[src/hw/rvviPkg.sv]
package rvviPkg;

   localparam int XLEN    = 32;
   localparam int NUM_GPR = 32;

   typedef logic [XLEN-1:0]    wordT;
   typedef logic [NUM_GPR-1:0] gprMaskT;

   //////////////////////////////
   // Cause codes
   //////////////////////////////

   // Instruction bus fault, raised outside the core
   localparam logic [5:0]  FETCH_FAULT_CAUSE = 6'd48;

   // Data bus fault NMIs
   localparam logic [10:0] NMI_LOAD_CAUSE    = 11'd1024;
   localparam logic [10:0] NMI_STORE_CAUSE   = 11'd1025;

   // External halt request
   localparam logic [2:0]  HALTREQ_DBG_CAUSE = 3'd3;

   // MSW, MTimer, MExternal and the sixteen local lines
   localparam logic [31:0] IRQ_USED_MASK     = 32'hFFFF_0888;

   //////////////////////////////
   // Net snapshot
   //////////////////////////////

   typedef struct packed {
      logic [31:0] irq;
      logic [10:0] nmiCause;
      logic        haltReq;
      logic        nmi;
      logic        fetchFault;
      logic [1:0]  spare;
   } netSnapT;

endpackage

[src/hw/netMonitor.sv]
`timescale 1ns/1ps

module netMonitor
   import rvviPkg::*;
(
   input  logic        rvvi,
   input  logic        arstN_i,
   input  logic        rvfiValid_i,
   input  logic [63:0] rvfiOrder_i,
   input  logic        rvfiTrap_i,
   input  logic        rvfiException_i,
   input  logic [5:0]  rvfiExcCause_i,
   input  logic        rvfiIntr_i,
   input  logic        rvfiInterrupt_i,
   input  logic [10:0] rvfiIntrCause_i,
   input  logic [1:0]  rvfiNmip_i,
   input  logic [2:0]  rvfiDbg_i,
   input  logic        rvfiDbgMode_i,
   input  logic [31:0] irq_i,
   input  logic        pushReady_i,
   output logic        push_o,
   output netSnapT     snap_o
);

   logic        seenQ;
   logic [63:0] lastOrderQ;
   logic        haltReqQ;
   logic        nmiQ;
   logic        fetchFaultQ;
   logic [10:0] nmiCauseQ;
   logic [31:0] irqQ;
   netSnapT     curSnap;
   netSnapT     lastSnapQ;
   logic        newRetire;
   logic        nmiCauseHit;
   logic        nmiHit;
   logic [10:0] nmiCauseNext;

   //////////////////////////////
   // Retirement decode
   //////////////////////////////

   assign newRetire = rvfiValid_i && (!seenQ || (rvfiOrder_i != lastOrderQ));

   assign nmiCauseHit = rvfiIntr_i && rvfiInterrupt_i &&
                        ((rvfiIntrCause_i == NMI_LOAD_CAUSE) ||
                         (rvfiIntrCause_i == NMI_STORE_CAUSE));
   assign nmiHit      = nmiCauseHit || rvfiNmip_i[0];

   // Pending NMI with no taken cause, nmip[1] tells store from load
   assign nmiCauseNext = nmiCauseHit   ? rvfiIntrCause_i :
                         rvfiNmip_i[1] ? NMI_STORE_CAUSE : NMI_LOAD_CAUSE;

   always_ff @(posedge rvvi or negedge arstN_i) begin
      if (!arstN_i) begin
         seenQ       <= 1'b0;
         lastOrderQ  <= '0;
         haltReqQ    <= 1'b0;
         nmiQ        <= 1'b0;
         fetchFaultQ <= 1'b0;
         nmiCauseQ   <= '0;
         irqQ        <= '0;
      end else begin
         irqQ <= irq_i & IRQ_USED_MASK;
         if (newRetire) begin
            seenQ       <= 1'b1;
            lastOrderQ  <= rvfiOrder_i;
            haltReqQ    <= rvfiDbgMode_i && (rvfiDbg_i == HALTREQ_DBG_CAUSE);
            nmiQ        <= nmiHit;
            fetchFaultQ <= rvfiTrap_i && rvfiException_i &&
                           (rvfiExcCause_i == FETCH_FAULT_CAUSE);
            if (nmiHit) begin
               nmiCauseQ <= nmiCauseNext;
            end
         end
      end
   end

   //////////////////////////////
   // Snapshot push
   //////////////////////////////

   always_comb begin
      curSnap            = '0;
      curSnap.irq        = irqQ;
      curSnap.nmiCause   = nmiCauseQ;
      curSnap.haltReq    = haltReqQ;
      curSnap.nmi        = nmiQ;
      curSnap.fetchFault = fetchFaultQ;
   end

   // Request stays up until the queue accepts it
   assign push_o = (curSnap != lastSnapQ);
   assign snap_o = curSnap;

   always_ff @(posedge rvvi or negedge arstN_i) begin
      if (!arstN_i) begin
         lastSnapQ <= '0;
      end else if (push_o && pushReady_i) begin
         lastSnapQ <= curSnap;
      end
   end

endmodule

[config.mk]
export PLATFORM = sky130hd
export DESIGN_NAME = netMonitor
export DESIGN_NICKNAME = d
export VERILOG_FILES = /design/src/hw/rvviPkg.sv /design/src/hw/netMonitor.sv
export SDC_FILE = /design/constraint.sdc
export NUM_CORES = 1
export LEC_CHECK = 0
export ABC_AREA = 1
export BUFFER_PORTS_ARGS = -buffer_cell sky130_fd_sc_hd__clkbuf_2
export CELL_PAD_IN_SITES_DETAIL_PLACEMENT = 0
export CELL_PAD_IN_SITES_GLOBAL_PLACEMENT = 1
export CORE_ASPECT_RATIO = 0.6
export CORE_MARGIN = 2
export CORE_UTILIZATION = 36
export CTS_BUF_LIST = sky130_fd_sc_hd__clkbuf_8
export DETAILED_ROUTE_END_ITERATION = 7
export PLACE_DENSITY = 0.75
export SYNTH_ARGS = -nofsm -noshare
export SYNTH_HDL_FRONTEND = slang
export SYNTH_SLANG_ARGS = --single-unit
export TNS_END_PERCENT = 50
[constraint.sdc]
create_clock -name rvvi -period 1.6 [get_ports rvvi]
set_input_delay 0.16 -clock rvvi [delete_from_list [all_inputs] [get_ports rvvi]]
set_output_delay 0.16 -clock rvvi [all_outputs]
set_load 0.01 [all_outputs]
==> results.yml, run 1 <==
place:
  dp_hpwl_um: 11800
  placedCellCount: 1218
  gp_congestion: 0.772
  placed_cell_area_sq_um: 7830
  io_buffers: 147
  place_ws_ps: -250
detailed_routing:
  viasPerCell: 4.49
  ant_nets: 0
  drt_pass1_iterations: 4
  wl_met3_um: 841
  post_drt_wl_per_cell_um: 14.5
  drt-total-wl_um: 19400
  via_count: 6040
  drt-met1-wl_um: 9940
  drt_iter0_markers: 292
  top_layer_used: "met4"
  drc: 0
  wl_met2_um: 8390
cells_and_area:
  final_common_cell: "nand2_1"
  fin_util_pct: 58.2
  layout-drive-gt1-share_pct: 38.6
  final_area_sq_um: 10100
  layout.nets: 1224
  antenna_cells: 0
  layout_common_cells: "nand2_1, clkbuf_2, dfrtp_1"
  nFillCells: 1555
  area_growth_pct: 56.4
  finalNonFillerCells: 1344
worst_setup_path:
  endpoint_kind: "primary output"
  critPathMaxFanout: 2
  crit_required_ps: 1440
  worst_setup_path_start_kind: "register"
  slowest_delay_ps: 400
  worst_path_most_repeated_cell: "nor2_1"
  crit_type: "register to primary output"
  r2r_slack_ps: -310
  worstPathCellList: "xnor2_1 -> nand2_1 -> nor2_1 -> nand4_1 -> nor2_1 -> nand3_2 -> buf_6 -> clkbuf_2"
  worstPathArrival_ps: 1890
  slowest_stage: "dfrtp_1"
global_routing:
  first_global_vias: 5878
  grt_usage_pct: 21.2
  grt_max_degree: 45
  grt_overflow: 0
  grt_pass1_wl_um: 31000
  antenna_found_initial: 0
die:
  chipWidth_um: 177
  start_util_pct: 37.2
  die_h_um: 108
  io_pins: 176
  fp.dieArea_sq_um: 19000
  coreArea_sq_um: 17300
  num_rows: 37
sta:
  setup_ws_ps: -454
  finalMaxSlewViolations: 0
  fmax_ghz: 0.487
  finalCriticalPeriod_ps: 2050
  fin_skew_ps: 22.5
  max-slew-margin-rel_pct: 57.7
  final_hold_viol_count: 0
  rsz0062_at_grt: "true"
  finalSetupTns_ps: -25140
  hold-worst-slack_ps: 25.3
  worstMarginPinSlew_ps: 634
  setup_viol: 113
  fin_crit_sh_pct: 128
synthesis:
  synthCells: 799
  synth_area_sq_um: 6450
  avgSynthCellArea_sq_um: 8.07
  synth-seq-cells: 131
  ys_seq_area_share_pct: 50.8
  yosysWarnings: 0
  synth_cell_types: 28
job:
  cap_viol_max_count: 0
clock_network:
  clk_pin_slew_ps: 80
  clockBufferDepth: 2
  cts_made_buffers: 17
  clock_sinks: 131
  cts_tree: "yes"
  htreeDepth: 4
  worst_skew_pair.late_latency_ps: 440
  cts_root_buf: "clkbuf_8"
status:
  status: "finished with violations"
  violations: "negative setup slack"
power_and_ir_drop:
  power.density_nw_per_um2: 847
  peakVddDrop_mv: 0.434
  total_power_mw: 8.54
  leakage_nw: 5.43
min_path:
  hold_class: "input pin to register"
[repair_timing]
item                                    CTS  global route
endpoints found under the setup margin  113           113
hold buffers                             57             1
endpoints found under the hold margin    97             1
gates resized for setup                 118           120
cloned                                   16             2
pin swaps                                18            31
setup buffers                            15            11
[logic make-up after synthesis]
| group | count (synthesis) | share of synthesized area, % |
|---|---|---|
| buf+inv | 133 | 10.2 |
| flops | 131 | 50.8 |
| xor+xnor | 46 | 6.25 |
| compound gates | 69 | 5.98 |
| simple gates | 419 | 26.6 |
| other cells | 1 | 0.0582 |
[power breakdown]
group          switching [mW]  internal (mW)  leakage [nW]
Sequential              0.201           3.53          1.62
Combinational           0.804          0.820          3.59
Clock                    1.46           1.72         0.224
[cell usage after synthesis]
| master | n | area share, % |
|---|---|---|
| nand2_1 | 287 | 17 |
| dfrtp_1 | 131 | 51 |
| inv_1 | 85 | 4.9 |
| nand3_1 | 62 | 4.8 |
| nor2_1 | 47 | 2.7 |
| o21ai_0 | 41 | 3.2 |
| xnor2_1 | 23 | 3.1 |
| xor2_1 | 23 | 3.1 |
| buf_4 | 21 | 2.4 |
| o21ai_1 | 15 | 1.2 |
| o21ai_2 | 10 | 1.4 |
| buf_6 | 9 | 1.6 |
| clkbuf_1 | 8 | 0.47 |
| nand4_1 | 8 | 0.78 |
| buf_1 | 4 | 0.23 |
| or2_2 | 4 | 0.39 |
| buf_2 | 3 | 0.23 |
| nor3_1 | 3 | 0.23 |
| inv_2 | 2 | 0.12 |
| nand2_2 | 2 | 0.19 |
| nor4_1 | 2 | 0.19 |
| nor4b_1 | 2 | 0.27 |
| o22ai_1 | 2 | 0.19 |
| a21oi_1 | 1 | 0.078 |
| buf_8 | 1 | 0.23 |
| conb_1 | 1 | 0.058 |
| nand2_4 | 1 | 0.17 |
| nand3_2 | 1 | 0.16 |
[cell type report]
type,count,area [sq um],share of cell area [%]
repair buffers,310,2600,25.8
clock buffers,17,234,2.32
flip-flops and latches,131,3280,32.5
well taps,234,293,2.90
clock inverters,15,205,2.03
inverters,87,327,3.24
multi-input cells,550,3150,31.2
[worst max-delay path: cells and delay by family (launching register included)]
family                 cells  cell delay [ps]
buffers and inverters      2              270
flip-flops                 1              400
XOR/XNOR                   1              250
AND/OR/NAND/NOR            5              550
[per-layer routing]
layer  up-vias  track usage, %
met2       135            30.8
met5         -               0
met3        14            4.38
met1      2836            31.8
li1       3055               -
met4         0            5.90
[flip-flops by register name (all words and copies together), names as in the netlist]
register / count
irqQ: 19
fetchFaultQ: 1
lastSnapQ: 33
haltReqQ: 1
lastOrderQ: 64
nmiQ: 1
nmiCauseQ: 11
seenQ: 1
[worst paths after layout]
kind	start	endpoint	cells after the start
min reg2reg	lastSnapQ[14]	lastSnapQ[14]	2
max reg2reg	lastOrderQ[36]	haltReqQ	12
min	rvfiException_i	fetchFaultQ	3
min in group asynchronous	arstN_i	lastOrderQ[39]	2
max in group asynchronous	arstN_i	lastSnapQ[46]	3
max	lastSnapQ[11]	push_o	8
No activity file was read; power rests on OpenSTA's default activity.
==> run 2: changes to the inputs <==
--- a/config.mk
+++ b/config.mk
@@ -9,7 +9,6 @@
 export BUFFER_PORTS_ARGS = -buffer_cell sky130_fd_sc_hd__clkbuf_2
 export CELL_PAD_IN_SITES_DETAIL_PLACEMENT = 0
 export CELL_PAD_IN_SITES_GLOBAL_PLACEMENT = 1
-export CORE_ASPECT_RATIO = 0.6
 export CORE_MARGIN = 2
 export CORE_UTILIZATION = 36
 export CTS_BUF_LIST = sky130_fd_sc_hd__clkbuf_8
==> results.yml, run 2 (synthesized netlist as in run 1, its figures left out) <==
die:
  die_h_um: 138
  start_util_pct: 37.0
  chipWidth_um: 138
  num_rows: 48
  io_pins: 176
  coreArea_sq_um: 17400
  fp.dieArea_sq_um: 19000
global_routing:
  antenna_found_initial: 0
  grt_max_degree: 38
  first_global_vias: 6080
  grt_pass1_wl_um: 29400
  grt_overflow: 0
  grt_usage_pct: 20.0
detailed_routing:
  drt_iter0_markers: 241
  ant_nets: 0
  via_count: 6032
  drt-total-wl_um: 18000
  post_drt_wl_per_cell_um: 13.4
  drc: 0
  viasPerCell: 4.51
  drt_pass1_iterations: 4
worst_setup_path:
  cp_num_buf_inv: 2
  crit_start: "irqQ[18]"
  critPathCapture: "push_o"
  r2r_start: "lastOrderQ[8]"
  worst_setup_path_start_kind: "register"
  critPathMaxFanout: 2
  path_depth: 8
  reg2reg_to: "lastOrderQ[23]"
  crit_type: "register to primary output"
  cp_top_family: "simple AND/OR/NAND/NOR gates"
  worstPathCellList: "xnor2_1 -> nand2_1 -> nor2_1 -> nand4_1 -> nor2_1 -> nand3_2 -> buf_6 -> buf_6"
  worstPathArrival_ps: 1800
  crit_required_ps: 1440
  r2r_slack_ps: -330
  r2r_cells: 15
  slowest_delay_ps: 400
  endpoint_kind: "primary output"
  slowest_stage: "dfrtp_1"
sta:
  finalCriticalPeriod_ps: 1960
  rsz0062_at_grt: "true"
  finalMaxSlewViolations: 0
  fin_skew_ps: 13.6
  fin_crit_sh_pct: 122
  setup_viol: 113
  setup_ws_ps: -356
  fmax_ghz: 0.511
  final_hold_viol_count: 0
cells_and_area:
  layout_common_cells: "nand2_1, clkbuf_2, dfrtp_1"
  layout-drive-gt1-share_pct: 35.4
  final_area_sq_um: 9990
  reg_top3: "lastOrderQ x64, lastSnapQ x33, irqQ x19"
  layout.nets: 1227
  fin_util_pct: 57.4
  regMostFlops: "lastOrderQ"
  finalNonFillerCells: 1337
  largest_register_ffs: 64
  final_common_cell: "nand2_1"
  area_growth_pct: 54.9
  nFillCells: 1567
  antenna_cells: 0
clock_network:
  worst_skew_pair.late_latency_ps: 450
  cts_root_buf: "clkbuf_8"
  clockBufferDepth: 2
  cts_tree: "yes"
  cts_made_buffers: 17
  htreeDepth: 4
  clk_pin_slew_ps: 80
  clock_sinks: 131
status:
  violations: "negative setup slack"
  status: "finished with violations"
place:
  io_buffers: 147
  placedCellCount: 1193
  dp_hpwl_um: 11300
  placed_cell_area_sq_um: 7720
  place_ws_ps: -182
  gp_congestion: 0.750
power_and_ir_drop:
  power.density_nw_per_um2: 821
  leakage_nw: 5.35
  peakVddDrop_mv: 0.576
min_path:
  hold_class: "input pin to register"
job:
  cap_viol_max_count: 0
[run 2: report_power, final]
group / internal, mW / total [mW] / leakage [nW] / switching (mW)
registers: 3.54 / 3.74 / 1.62 / 0.207
clock network: 1.57 / 2.88 / 0.203 / 1.31
logic: 0.821 / 1.57 / 3.53 / 0.752
total: 5.93 / 8.20 / 5.35 / 2.27
[run 2: metal layers]
metal / vias up / part of all wire [%] / GRT usage, %
li1: 3053 / - / -
met1: 2821 / 45 / 25.0
met2: 135 / 49 / 34.1
met3: 23 / 5.0 / 4.93
met4: 0 / 1.5 / 5.90
met5: - / 0 / 0
[run 2: how the worst min path moves through the flow]
stage,start,endpoint,slack (ps),cells after the start
5_1_grt,rvfiOrder_i[20],lastOrderQ[20],60,4
3_5_place_dp,arstN_i,lastSnapQ[36],70,1
4_1_cts,rvfiOrder_i[20],lastOrderQ[20],20,4
2_1_floorplan,arstN_i,fetchFaultQ,-140,0
3_3_place_gp,arstN_i,lastSnapQ[36],70,1
6_report,rvfiOrder_i[20],lastOrderQ[20],50,4
[run 2: area by class of cell]
class	instances	area (sq um)	share of cell area, %
clock buffer	22	303	3.03
clock inverter	9	103	1.03
inverter	87	327	3.27
multi-input combinational	549	3040	30.4
sequential	131	3280	32.8
tap	225	282	2.82
timing repair buffer	314	2660	26.6
[run 2: per-stage QoR]
stage                     total power, mW  hold WS (ps)  TNS, ps
after floorplan                      4.40          -136        0
after global placement               4.86          70.0   -11760
after detailed placement             4.88          75.0   -11720
after CTS                            8.18          15.9   -21180
after global routing                 8.64          57.1   -44930
final                                8.20          46.8   -25050
[run 2: tightest hold or removal path: stages]
cell and delay (ps):
clkbuf_2 90, inv_1 60, buf_4 100, o21ai_2 50
[run 2: timing repair]
| action | CTS | global route |
|---|---|---|
| endpoints found under the setup margin | 113 | 113 |
| hold endpoints to repair | 208 | 0 |
| hold buffers | 80 | 0 |
| setup buffers | 19 | 6 |
| resized for setup | 100 | 100 |
| pin swaps | 12 | 11 |
| gates cloned | 12 | 1 |
==> run 3: changes to the inputs <==
--- a/config.mk
+++ b/config.mk
@@ -10,10 +10,10 @@
 export CELL_PAD_IN_SITES_DETAIL_PLACEMENT = 0
 export CELL_PAD_IN_SITES_GLOBAL_PLACEMENT = 1
 export CORE_MARGIN = 2
-export CORE_UTILIZATION = 36
+export CORE_UTILIZATION = 39
 export CTS_BUF_LIST = sky130_fd_sc_hd__clkbuf_8
 export DETAILED_ROUTE_END_ITERATION = 7
-export PLACE_DENSITY = 0.75
+export PLACE_DENSITY = 0.78
 export SYNTH_ARGS = -nofsm -noshare
 export SYNTH_HDL_FRONTEND = slang
 export SYNTH_SLANG_ARGS = --single-unit
==> constraint.sdc (replaced) <==
create_clock -name rvvi -period 1.9 [get_ports rvvi]
set_input_delay 0.19 -clock rvvi [delete_from_list [all_inputs] [get_ports rvvi]]
set_output_delay 0.19 -clock rvvi [all_outputs]
set_load 0.01 [all_outputs]
==> results.yml, run 3 (synthesized netlist as in run 1, its figures left out) <==
cells_and_area:
  fin_util_pct: 57.8
  layout.nets: 1182
  finalNonFillerCells: 1288
  area_growth_pct: 46.6
  reg_top3: "lastOrderQ x64, lastSnapQ x33, irqQ x19"
  final_common_cell: "nand2_1"
  regMostFlops: "lastOrderQ"
  layout_common_cells: "nand2_1, clkbuf_2, dfrtp_1"
  largest_register_ffs: 64
  layout-drive-gt1-share_pct: 31.4
  antenna_cells: 0
clock_network:
  clk_pin_slew_ps: 80
  cts_root_buf: "clkbuf_8"
  clockBufferDepth: 2
  worst_skew_pair.late_latency_ps: 450
  cts_tree: "yes"
  htreeDepth: 4
  clock_sinks: 131
  cts_made_buffers: 17
detailed_routing:
  drt_pass1_iterations: 4
  drc: 0
  drt-total-wl_um: 16600
  via_count: 5775
  ant_nets: 0
  drt_iter0_markers: 237
  post_drt_wl_per_cell_um: 12.9
  viasPerCell: 4.48
worst_setup_path:
  worstPathCellList: "xnor2_2 -> nand2_1 -> nor2_1 -> nand4_1 -> nor2_2 -> nand3_2 -> buf_8 -> buf_6"
  critPathMaxFanout: 3
  slowest_delay_ps: 440
  endpoint_kind: "primary output"
  crit_required_ps: 1710
  r2r_slack_ps: -10
  slowest_stage: "dfrtp_2"
  r2r_cells: 11
  worstPathArrival_ps: 1840
  worst_setup_path_start_kind: "register"
  crit_type: "register to primary output"
power_and_ir_drop:
  seqPwrFrac_pct: 45.1
  swShare_pct: 26.9
  leakage_nw: 5.02
  internal-power_mw: 5.09
  total_power_mw: 6.96
  netSwitchingPower_mw: 1.88
  combPwrFrac_pct: 16.5
  clockPowerShare_pct: 38.4
  power.density_nw_per_um2: 737
  peakVddDrop_mv: 0.554
global_routing:
  first_global_vias: 5437
  grt_usage_pct: 18.3
  grt_max_degree: 58
  grt_pass1_wl_um: 25500
  grt_overflow: 0
  antenna_found_initial: 0
sta:
  setup_viol: 3
  fin_skew_ps: 14.0
  max-slew-margin-rel_pct: 51.2
  fmax_ghz: 0.492
  worstMarginPinSlew_ps: 732
  fin_crit_sh_pct: 107
  finalCriticalPeriod_ps: 2030
  finalMaxSlewViolations: 0
  setup_ws_ps: -132
  rsz0062_at_grt: "true"
  final_hold_viol_count: 0
  hold-worst-slack_ps: 16.8
min_path:
  hold_path_depth: 3
  hold_class: "input pin to register"
die:
  chipWidth_um: 133
  fp.dieArea_sq_um: 17600
  num_rows: 47
  start_util_pct: 39.4
  die_h_um: 133
  io_pins: 176
  coreArea_sq_um: 16300
place:
  gp_congestion: 0.732
  io_buffers: 147
  place_ws_ps: 53.2
  dp_hpwl_um: 10400
  placedCellCount: 1153
status:
  violations: "negative setup slack"
  status: "finished with violations"
job:
  cap_viol_max_count: 0
==> run 3: cell types whose count changed in the layout (fill, tap and decap cells not counted), moves of 3 or more <==
cell / change
buf_4: -34
nand2_1: +24
nand2_2: -13
nand2_4: -12
buf_16: -9
buf_12: -8
clkbuf_16: +7
o21ai_1: +7
o21ai_2: -7
dlygate4sd3_1: -6
inv_1: -6
inv_2: +6
nand2_8: +4
clkinv_4: +3
==> run 3: through the flow <==
step / setup TNS [ps] / instance area (sq um)
3_5_place_dp: 0 / 7400
3_3_place_gp: 0 / 7400
6_report: -150 / 9450
4_1_cts: -164 / 8670
5_1_grt: -12790 / 9450
2_1_floorplan: 0 / 6500
==> run 3: repair_timing <==
action / in CTS / in global routing
pin swaps: 5 / 16
setup endpoints to repair: 1 / 108
gates cloned: 0 / 15
hold buffers: 73 / 1
endpoints found under the hold margin: 125 / 1
buffers inserted: 7 / 7
resized for setup: 7 / 150
==> run 3: worst paths after layout <==
path	to	startpoint
worst max-delay path	push_o	irqQ[22]
worst min-delay path	lastOrderQ[49]	rvfiOrder_i[49]
worst max register to register	nmiCauseQ[10]	lastOrderQ[36]
worst min register to register	seenQ	seenQ
max in group asynchronous	lastOrderQ[22]	arstN_i
min in group asynchronous	lastSnapQ[36]	arstN_i
==> run 3: power by group through the flow <==
stage | registers (mW) | logic [mW] | clock network (mW)
4_1_cts | 3.12 | 0.995 | 2.74
2_1_floorplan | 3.16 | 0.549 | 0
6_report | 3.14 | 1.15 | 2.67
5_1_grt | 3.17 | 1.29 | 2.87
3_3_place_gp | 3.17 | 0.850 | 0
3_5_place_dp | 3.18 | 0.859 | 0
==> run 3: layout make-up <==
class	instances	area, sq um
Multi-Input combinational cell	552	2980
Fill cell	1519	6900
Sequential cell	131	3280
Timing Repair Buffer	266	2130
Inverter	87	327
Clock inverter	12	179
Clock buffer	20	275
Tap cell	220	275
==> run 3: critical path, delay by kind of cell, from the launching register on <==
kind,cells,cell delay (ps)
flip-flops,1,440
buffers and inverters,2,260
AND/OR/NAND/NOR,5,550
XOR/XNOR,1,160
==> run 3: routing by layer <==
metal	vias to the layer above	part of all wire (%)	track usage [%]	routed length [um]
li1	2966	-	-	-
met1	2665	45	23.0	7420
met2	130	50	31.0	8300
met3	14	4.2	4.44	692
met4	0	1.2	5.85	196
met5	-	0	0	0
